`src/source/rename_pkg.sv`:
```
`default_nettype none

package rename_pkg;

	// Register file sizes
	localparam int arch_regs = 32;
	localparam int phys_regs = 64;

	// Tags not held by the architectural map sit in the free list
	localparam int free_depth = phys_regs - arch_regs;

	typedef logic [$clog2(arch_regs)-1:0] arch_reg_t;
	typedef logic [$clog2(phys_regs)-1:0] phys_tag_t;

	// Result of a rename, handed to the dispatcher and the ROB
	typedef struct packed {
		phys_tag_t t_new; // Freshly allocated tag
		phys_tag_t t_old; // Previous mapping of the destination
	} rename_t;

	// Instruction leaving the ROB head
	typedef struct packed {
		arch_reg_t dest;
		phys_tag_t t_new; // Goes into the architectural map
		phys_tag_t t_old; // Goes back to the free list
	} retire_t;

	// One ROB row
	typedef struct packed {
		logic      busy;
		logic      done;
		arch_reg_t dest;
		phys_tag_t t_new;
		phys_tag_t t_old;
	} rob_entry_t;

endpackage

`default_nettype wire

```
`src/source/free_list.sv`:
```
`default_nettype none
`timescale 1ns/1ps

module free_list import rename_pkg::*; (
	input  logic      clock,
	input  logic      rst,
	input  logic      alloc_en,
	input  logic      retire_valid,
	input  retire_t   retire,
	input  logic      flush,
	output phys_tag_t alloc_tag,
	output logic      free_empty,
	output logic [5:0] free_count
);

	// Index bits plus one wrap bit
	localparam int ptr_w = $clog2(free_depth) + 1;

	phys_tag_t tag_q [free_depth];

	logic [ptr_w-1:0] spec_head; // Next tag handed out
	logic [ptr_w-1:0] ret_head;  // Position of the last retired allocation
	logic [ptr_w-1:0] tail;      // Where returned tags are written

	assign alloc_tag  = tag_q[spec_head[ptr_w-2:0]];
	assign free_empty = (tail == spec_head);
	assign free_count = tail - spec_head;

	always_ff @(posedge clock) begin
		if (rst) begin
			// Tags above the architectural range start out free
			for (int i = 0; i < free_depth; i++) begin
				tag_q[i] <= phys_tag_t'(arch_regs + i);
			end
			spec_head <= '0;
			ret_head  <= '0;
			tail      <= ptr_w'(free_depth); // Full since the wrap bits differ
		end else begin
			if (flush) begin
				// Squashed allocations become free again
				spec_head <= ret_head;
			end else if (alloc_en) begin
				spec_head <= spec_head + 1'b1;
			end

			if (retire_valid) begin
				tag_q[tail[ptr_w-2:0]] <= retire.t_old;
				tail     <= tail + 1'b1;
				ret_head <= ret_head + 1'b1; // Its allocation is now permanent
			end
		end
	end

	// Dispatcher must hold off while the list is empty
	a_no_alloc_when_empty: assert property (
		@(posedge clock) disable iff (rst)
		alloc_en |-> !free_empty
	) else $error("free list allocate while empty");

	// A retire always follows an allocation that is still outstanding
	a_retire_has_alloc: assert property (
		@(posedge clock) disable iff (rst)
		retire_valid |-> (ret_head != spec_head)
	) else $error("free list retire without outstanding allocation");

	// Returned tags never overrun the list
	a_count_bound: assert property (
		@(posedge clock) disable iff (rst)
		free_count <= ptr_w'(free_depth)
	) else $error("free list count above capacity");

endmodule

`default_nettype wire

```
`src/source/map_table.sv`:
```
`default_nettype none
`timescale 1ns/1ps

module map_table import rename_pkg::*; (
	input  logic      clock,
	input  logic      rst,
	input  logic      dispatch_en,
	input  arch_reg_t dispatch_dest,
	input  phys_tag_t alloc_tag,
	input  logic      retire_valid,
	input  retire_t   retire,
	input  logic      flush,
	output phys_tag_t old_tag
);

	phys_tag_t spec_map [arch_regs]; // Front end view, updated at dispatch
	phys_tag_t arch_map [arch_regs]; // Committed view, updated at retire

	// Current mapping of the destination becomes t_old
	assign old_tag = spec_map[dispatch_dest];

	always_ff @(posedge clock) begin
		if (rst) begin
			for (int i = 0; i < arch_regs; i++) begin
				spec_map[i] <= phys_tag_t'(i);
			end
		end else if (flush) begin
			// Roll back to the committed state
			spec_map <= arch_map;
		end else if (dispatch_en) begin
			spec_map[dispatch_dest] <= alloc_tag;
		end
	end

	always_ff @(posedge clock) begin
		if (rst) begin
			for (int i = 0; i < arch_regs; i++) begin
				arch_map[i] <= phys_tag_t'(i); // Identity map out of reset
			end
		end else if (retire_valid) begin
			arch_map[retire.dest] <= retire.t_new;
		end
	end

	// No instruction is renamed in the cycle its branch is squashed
	a_no_dispatch_on_flush: assert property (
		@(posedge clock) disable iff (rst)
		!(dispatch_en && flush)
	) else $error("map table dispatch during flush");

endmodule

`default_nettype wire

```
`src/source/reorder_buffer.sv`:
```
`default_nettype none
`timescale 1ns/1ps

module reorder_buffer import rename_pkg::*; #(
	parameter int rob_depth = 16
) (
	input  logic      clock,
	input  logic      rst,
	input  logic      dispatch_en,
	input  arch_reg_t dispatch_dest,
	input  rename_t   rename,
	input  logic      cdb_valid,
	input  phys_tag_t cdb_tag,
	input  logic      flush,
	output logic      retire_valid,
	output retire_t   retire,
	output logic      rob_full,
	output logic [$clog2(rob_depth):0] rob_free_entries
);

	localparam int ptr_w = $clog2(rob_depth);
	localparam int cnt_w = ptr_w + 1;

	rob_entry_t rob_q [rob_depth];

	logic [ptr_w-1:0] head; // Oldest instruction
	logic [ptr_w-1:0] tail; // Next free row
	logic [cnt_w-1:0] count;

	logic [rob_depth-1:0] cdb_hit;  // Tag match over all rows
	logic [rob_depth-1:0] done_vec;

	rob_entry_t head_entry;

	assign head_entry = rob_q[head];

	// Completion tag match
	always_comb begin
		for (int i = 0; i < rob_depth; i++) begin
			cdb_hit[i]  = cdb_valid && rob_q[i].busy && (rob_q[i].t_new == cdb_tag);
			done_vec[i] = rob_q[i].done;
		end
	end

	// Head leaves once it is finished, unless the branch squashes it
	assign retire_valid = head_entry.busy && head_entry.done && !flush;

	assign retire = '{
		dest:  head_entry.dest,
		t_new: head_entry.t_new,
		t_old: head_entry.t_old
	};

	assign rob_full         = (count == cnt_w'(rob_depth));
	assign rob_free_entries = cnt_w'(rob_depth) - count;

	always_ff @(posedge clock) begin
		if (rst || flush) begin
			for (int i = 0; i < rob_depth; i++) begin
				rob_q[i].busy <= 1'b0;
				rob_q[i].done <= 1'b0;
			end
			head  <= '0;
			tail  <= '0;
			count <= '0;
		end else begin
			for (int i = 0; i < rob_depth; i++) begin
				if (cdb_hit[i]) begin
					rob_q[i].done <= 1'b1;
				end
			end

			if (retire_valid) begin
				rob_q[head].busy <= 1'b0;
				rob_q[head].done <= 1'b0;
				head <= head + 1'b1;
			end

			// Tail row is never busy, so no clash with the match above
			if (dispatch_en) begin
				rob_q[tail] <= '{
					busy:  1'b1,
					done:  1'b0,
					dest:  dispatch_dest,
					t_new: rename.t_new,
					t_old: rename.t_old
				};
				tail <= tail + 1'b1;
			end

			case ({dispatch_en, retire_valid})
				2'b10:   count <= count + 1'b1;
				2'b01:   count <= count - 1'b1;
				default: count <= count; // Both or neither
			endcase
		end
	end

	// Dispatcher honours dispatch_ready
	a_no_dispatch_when_full: assert property (
		@(posedge clock) disable iff (rst)
		dispatch_en |-> !rob_full
	) else $error("ROB dispatch while full");

	// Physical tags in flight are unique
	a_single_hit: assert property (
		@(posedge clock) disable iff (rst)
		cdb_valid |-> $onehot0(cdb_hit)
	) else $error("ROB completion tag matches more than one entry");

	// Each instruction completes once
	a_no_double_done: assert property (
		@(posedge clock) disable iff (rst)
		cdb_valid |-> ((cdb_hit & done_vec) == '0)
	) else $error("ROB completion on an entry already done");

endmodule

`default_nettype wire

```
`src/source/rename_unit.sv`:
```
`default_nettype none
`timescale 1ns/1ps

module rename_unit import rename_pkg::*; #(
	parameter int rob_depth = 16
) (
	input  logic      clock,
	input  logic      rst,
	input  logic      dispatch_en,
	input  arch_reg_t dispatch_dest,
	input  logic      cdb_valid,
	input  phys_tag_t cdb_tag,
	input  logic      flush,
	output rename_t   rename,
	output logic      dispatch_ready,
	output logic      retire_valid,
	output retire_t   retire,
	output logic [$clog2(rob_depth):0] rob_free_entries,
	output logic [5:0] free_count
);

	phys_tag_t alloc_tag;
	phys_tag_t old_tag;
	logic      free_empty;
	logic      rob_full;

	// Same rename goes to the dispatcher and into the ROB
	assign rename = '{t_new: alloc_tag, t_old: old_tag};

	// Room in both the ROB and the free list
	assign dispatch_ready = !rob_full && !free_empty;

	free_list u_free_list (
		.clock        (clock),
		.rst          (rst),
		.alloc_en     (dispatch_en),
		.retire_valid (retire_valid),
		.retire       (retire),
		.flush        (flush),
		.alloc_tag    (alloc_tag),
		.free_empty   (free_empty),
		.free_count   (free_count)
	);

	map_table u_map_table (
		.clock         (clock),
		.rst           (rst),
		.dispatch_en   (dispatch_en),
		.dispatch_dest (dispatch_dest),
		.alloc_tag     (alloc_tag),
		.retire_valid  (retire_valid),
		.retire        (retire),
		.flush         (flush),
		.old_tag       (old_tag)
	);

	reorder_buffer #(
		.rob_depth (rob_depth)
	) u_reorder_buffer (
		.clock            (clock),
		.rst              (rst),
		.dispatch_en      (dispatch_en),
		.dispatch_dest    (dispatch_dest),
		.rename           (rename),
		.cdb_valid        (cdb_valid),
		.cdb_tag          (cdb_tag),
		.flush            (flush),
		.retire_valid     (retire_valid),
		.retire           (retire),
		.rob_full         (rob_full),
		.rob_free_entries (rob_free_entries)
	);

endmodule

`default_nettype wire

```
`config.mk`:
```
export PLATFORM = sky130hd
export DESIGN_NAME = rename_unit
export DESIGN_NICKNAME = d
export VERILOG_FILES = /design/src/source/rename_pkg.sv /design/src/source/free_list.sv /design/src/source/map_table.sv /design/src/source/reorder_buffer.sv /design/src/source/rename_unit.sv
export SDC_FILE = /design/constraint.sdc
export NUM_CORES = 2
export LEC_CHECK = 0
export ABC_CLOCK_PERIOD_IN_PS = 6560
export BUFFER_PORTS_ARGS = -buffer_cell sky130_fd_sc_hd__buf_2
export CORE_MARGIN = 2
export CORE_UTILIZATION = 60
export DETAILED_ROUTE_END_ITERATION = 12
export PLACE_DENSITY = 0.76
export REMOVE_ABC_BUFFERS = 1
export SLEW_MARGIN = 0
export SYNTH_ARGS = -nofsm -noshare
export SYNTH_HDL_FRONTEND = slang
export SYNTH_SLANG_ARGS = --single-unit
```
`constraint.sdc`:
```
create_clock -name clock -period 6.56 [get_ports clock]
set_clock_uncertainty 0.05 [all_clocks]
set_input_delay 1.312 -clock clock [delete_from_list [all_inputs] [get_ports clock]]
set_output_delay 1.312 -clock clock [all_outputs]
set_load 0.02 [all_outputs]
```
=== After elaboration in Yosys (flattened, before gate mapping) ===
Memory sizes are Yosys's and may differ from the RTL's. A register that Yosys moved wholly into a read port is not among the register bits.
Cells that the tools add are included.
Widths: inputs -> output; s select.

* Logic and storage cells: 264
* Flip-flop bits (word level): 415
* Memories kept: 2
* RAM bits: 496

{| class="wikitable"
|+ Memory list
! name !! words !! width !! rd ports !! clocked after Yosys merged registers in !! write ports !! line !! RTL
|-
| u_reorder_buffer.rob_q || 16 || 19 || 17 || 1 || 18 || reorder_buffer.sv:24 || <nowiki>rob_entry_t rob_q [rob_depth];</nowiki>
|-
| u_free_list.tag_q || 32 || 6 || 1 || 1 || 32 || free_list.sv:19 || <nowiki>phys_tag_t tag_q [free_depth];</nowiki>
|}

* Magnitude comparators: 4
* Mux-type cells: 97
* Bitwise operators: 18
* Equality and inequality tests: 20
* Reductions and logical operators: 44
* Add/sub/neg operators: 9

{| class="wikitable"
|+ Operator list
! cell !! number
|-
| $bwmux 192 || 2
|-
| $mux 192 || 2
|-
| $eq 6x6->1 || 17
|-
| $mux 1 || 77
|-
| $demux 6 s5 || 2
|-
| $mux 6 || 7
|-
| $logic_and 1x1->1 || 37
|-
| $bmux 6 s5 || 1
|-
| $add 6x1->6 const B || 3
|-
| $or 1x1->1 || 16
|-
| $mux 5 || 3
|-
| $ge 6x6->1 const B || 2
|-
| $lt 6x1->1 const B || 2
|-
| $not 5->6 || 2
|-
| $pmux 5 s2 || 1
|-
| $add 4x1->4 const B || 2
|-
| $mux 4 || 2
|-
| $reduce_or 6->1 || 1
|-
| $sub 6x6->6 || 1
|-
| $add 5x1->5 const B || 1
|-
| $eq 5x5->1 const B || 1
|-
| $sub 5x1->5 const B || 1
|-
| $sub 5x5->5 const A || 1
|-
| $reduce_bool 2->1 || 2
|-
| other kinds (4) || 6
|}

=== Logic depth before layout (Yosys ltp) ===
* Word-level depth: 8
* Depth in mapped cells: 20
* Mapped depth without buffers: 14

=== Modules after synthesis ===
Synthesis repeated with hierarchy kept, for this count alone.

* Cells, all modules: 3571
* Area total of the unflattened synthesis: 41870.2 µm²

{| class="wikitable"
|+ Modules (own cells, without submodules)
! module !! times used !! area each (µm²) !! seq. area each (µm²) !! cells each
|-
| map_table || 1 || 18212.5 || 7687.4 || 2043
|-
| reorder_buffer || 1 || 13706.9 || 9148.8 || 792
|-
| free_list || 1 || 9947.0 || 6226.0 || 735
|-
| rename_unit || 1 || 3.8 || 0.0 || 1
|}

=== Worst setup path before layout ===
Ideal clock, no wire load.

* Path kind: input to output
* Start: in dispatch_dest[0]
* End: out rename[5] (netlist name)
* Arrival time: 3411 ps
* Stages on the path: 8
* Path slack: 1787 ps
* Cells stage by stage: buf_2 buf_1 mux4_2 a22oi_1 and4_1 clkbuf_1 clkbuf_1 inv_1

{| class="wikitable"
|+ RTL lines
! what !! line !! RTL
|-
| start, declared || rename_unit.sv:10 || <nowiki>input arch_reg_t dispatch_dest,</nowiki>
|-
| end, declared || rename_unit.sv:14 || <nowiki>output rename_t rename,</nowiki>
|}

==> summary.md <==
| Metric | Value |
|---|---|
| Outcome | finished clean |
| Terminus of the critical flop-to-flop path | u_reorder_buffer.count[4] |
| Starting Density | 0.6034 |
| Adder-Cell Fraction of Synth Area | 0.007781 |
| Sequential area share after synthesis | 0.5602 |
| TritonRoute pass-1 iters | 9 |
| DRC viols | 0 |
| CP Launch Point | dispatch_dest[0] |
| H-tree level count | 3 |
| DR iter-0 viols | about 4600 |
| Vias in the first global route | 29730 |
| GR Util met2 | 0.5513 |
| FF-to-FF setup slack | 2060 ps |
| Grt met3 use | 0.07911 |
| VDD IR-drop max | between 0.2 and 0.25 mV |
| Hold Worst Slack | between 400 and 500 ps |
| Min-Delay Path Depth | 2 |
| Finish-stage setup viols | 0 |
| Synthesized cell area | slightly above 0.04 mm2 |
| First-pass GRT wire length | roughly 190000 um |
| CTS tree | done |
| Ys async rst share | 0 |
| Post-route ant nets | 0 |
| XOR/XNOR Fraction of Synth Area | 0.02596 |
| Die X-Extent | between 200 and 300 um |
| Clock slew at reported path FFs | 60 ps |
| Crit end category | output port |
| Met1 Track Usage GR | 0.4610 |
| Hold Buf Count CTS | 0 |
| Final max-slew violation count | 0 |
| Clock Latency Late Sink | between 600 and 700 ps |
| Setup slack at placement | about 1100 ps |
| Core Region | 0.06823 mm2 |
| Peak fanout along the critical path | 55 |
| Total Wirelength | between 100000 and 150000 um |
| Inserted Clock Buffers | 92 |
| CTS Buffer Depth | 3 |
| Period Utilization, post-route | 0.8482 |
| Die Height | approximately 270 um |
| DR vias/cell | around 7.0 |
| RSZ-0062 raised after global routing | false |
| Complex-gate fraction of the synthesized area | 0.09030 |
| Area Growth Syn to Fin | 9.249% |
| Clock Sink Count | a little over 900 |
| Post-layout minimum cycle time | between 5000 and 6000 ps |
| Max Fclk | approximately 180 MHz |
| Most common cell after layout, fill and taps aside | nor2_1 |
| Post-CTS Setup Repair Bufs | 0 |
| Relative slew slack | 0.1532 |
| Final setup margin | 995.8 ps |
| TNS Setup | 0 ps |
| Commonest non-fill, non-tap cells in the layout | 503 x nor2_1, 464 x edfxtp_1, 451 x dfxtp_1, 335 x nand2_1, 190 x mux4_2 |
| Library cells used by synthesis | between 60 and 70 |
| Largest net degree at the start of global routing | ~100 |
| Clk root buf | clkbuf_16 |
| Final HPWL DP | about 79000 um |
| Critical path arrival | ~4200 ps |
| Fraction of synthesized area in multiplexers | 0.1511 |
| Simple-Gate Fraction of Synth Area | 0.1270 |
| Power density of the placed cells | ~270 mW/mm2 |
| Layer with the highest usage | met2 |
| Startpoint Class | primary input |
| Placer Congestion | just under 1 |
| Site Rows | 96 |
| EDFF count, synth | 464 |
| Hold crit path type | flop to flop |
| Global Route Usage Sum | 0.3523 |
| Crit Path Class | primary input to output port |
| Avg Cell Area, Syn | ~12 um2 |
| Layout cell share with drive strength beyond 1 | 0.1527 |
| I/O Buffers | 57 |
| Min-Delay Startpoint | u_map_table.arch_map[100] |
| Pleak | between 15 and 20 nW |
| Avg WL per Cell | about 29 um |
| Post-CTS Resized | 0 |
| I/O Pins | 58 |
| Main synth FF type | edfxtp_1 |
| DR vias | 30380 |
| Initial antenna violation count | 2 |
| CP required | ~5200 ps |
| Global route total overflow | 0 |
| Slew @ Worst Pin | 1269 ps |
| Largest family of logic cells by synthesized area | multiplexers |
| Post-synthesis register bit count | 920 |
| Final hold violation count | 0 |
| Count of max-cap constraint violations | 0 |
| Min-Delay Endpoint | u_map_table.arch_map[100] |
| Gate Count Post-Synth | 3482 |
| Die Area | between 0.07 and 0.08 mm2 |
| YS warnings | 0 |
| Reg2reg path depth | 13 |
| Final net count | 3441 |
report_power, final:
group          internal, W  total, W  switching [W]
Combinational     0.000172  0.000624       0.000452
Clock              0.00320   0.00542        0.00222
Sequential         0.00607   0.00613      0.0000564
Total              0.00944    0.0122        0.00273
flip-flops by register name, indices dropped and copies added (netlist names), named ones only:
register                flops
u_free_list.spec_head       6
u_reorder_buffer.count      5
u_reorder_buffer.tail       4
u_free_list.tail            6
u_reorder_buffer.rob_q    304
u_free_list.tag_q         192
u_map_table.spec_map      192
u_free_list.ret_head        6
u_reorder_buffer.head       4
u_map_table.arch_map      192
kinds of logic after synthesis:
family / after synthesis
fa+ha+maj: 25
compound gates: 539
buf+inv: 351
flops: 920
mux: 384
xor+xnor: 122
simple gates: 1141
metrics by stage:
stage / cells / utilization / power (W) / cell area, um2
6_report: 4360 / 0.6592 / 0.01217 / 44970
3_5_place_dp: 4188 / 0.6133 / 0.006850 / 41840
5_1_grt: 4359 / 0.6592 / 0.01241 / 44970
3_3_place_gp: 4188 / 0.6133 / 0.006830 / 41840
4_1_cts: 4359 / 0.6592 / 0.01215 / 44970
2_1_floorplan: 3185 / - / 0.006527 / 39820
synth_stat cells (all sizes together) (16+ instances only):
master | n | area share
edfxtp | 464 | 0.34
and3 | 54 | 0.0082
mux2i | 193 | 0.047
a21oi | 70 | 0.0085
dfxtp | 456 | 0.22
nor4 | 17 | 0.0026
buf | 100 | 0.015
mux4 | 190 | 0.10
a31oi | 16 | 0.0024
a221oi | 121 | 0.026
a21o | 18 | 0.0033
nor3b | 23 | 0.0047
nand3 | 34 | 0.0044
xor2 | 42 | 0.0089
o22ai | 71 | 0.011
nor3 | 56 | 0.011
inv | 52 | 0.0049
nand4 | 21 | 0.0032
clkbuf | 197 | 0.018
nor2 | 526 | 0.050
nand2 | 338 | 0.031
ha | 24 | 0.0073
o21ai | 117 | 0.014
xnor2 | 80 | 0.017
and2 | 16 | 0.0024
a22oi | 96 | 0.018
worst max-delay path, cell delays in order:
cell and delay (ps):
buf_4 710, mux4_2 620, a22oi_1 400, and4_1 860, inv_1 90, buf_2 190
final cells by class:
class	instances	area, um2
fill	4915	23250
sequential	920	23070
multi-input combinational	2211	16670
clock buffer	139	2818
tap	882	1104
timing repair buffer	121	784.5
clock inverter	32	310.3
inverter	54	210.2
antenna	1	2.502
how the worst max path moves through the flow:
| stage | to | slack (ps) | cells past startpoint |
|---|---|---|---|
| floorplan | u_reorder_buffer.count[4] | -1920 | 13 |
| global placement | rename[0] | 1150 | 6 |
| detailed placement | rename[5] | 1070 | 6 |
| CTS | rename[5] | 1050 | 6 |
| global route | rename[5] | 820 | 6 |
| finish | rename[5] | 1000 | 6 |
routing by layer:
layer	up-vias	routed length (um)	part of all wire
met5	-	13	0.00010
met4	2	7778	0.062
met3	496	15500	0.12
met2	2279	57620	0.46
met1	14950	44550	0.36
li1	12660	-	-
Note: power is estimated with default switching activity, not from simulation.
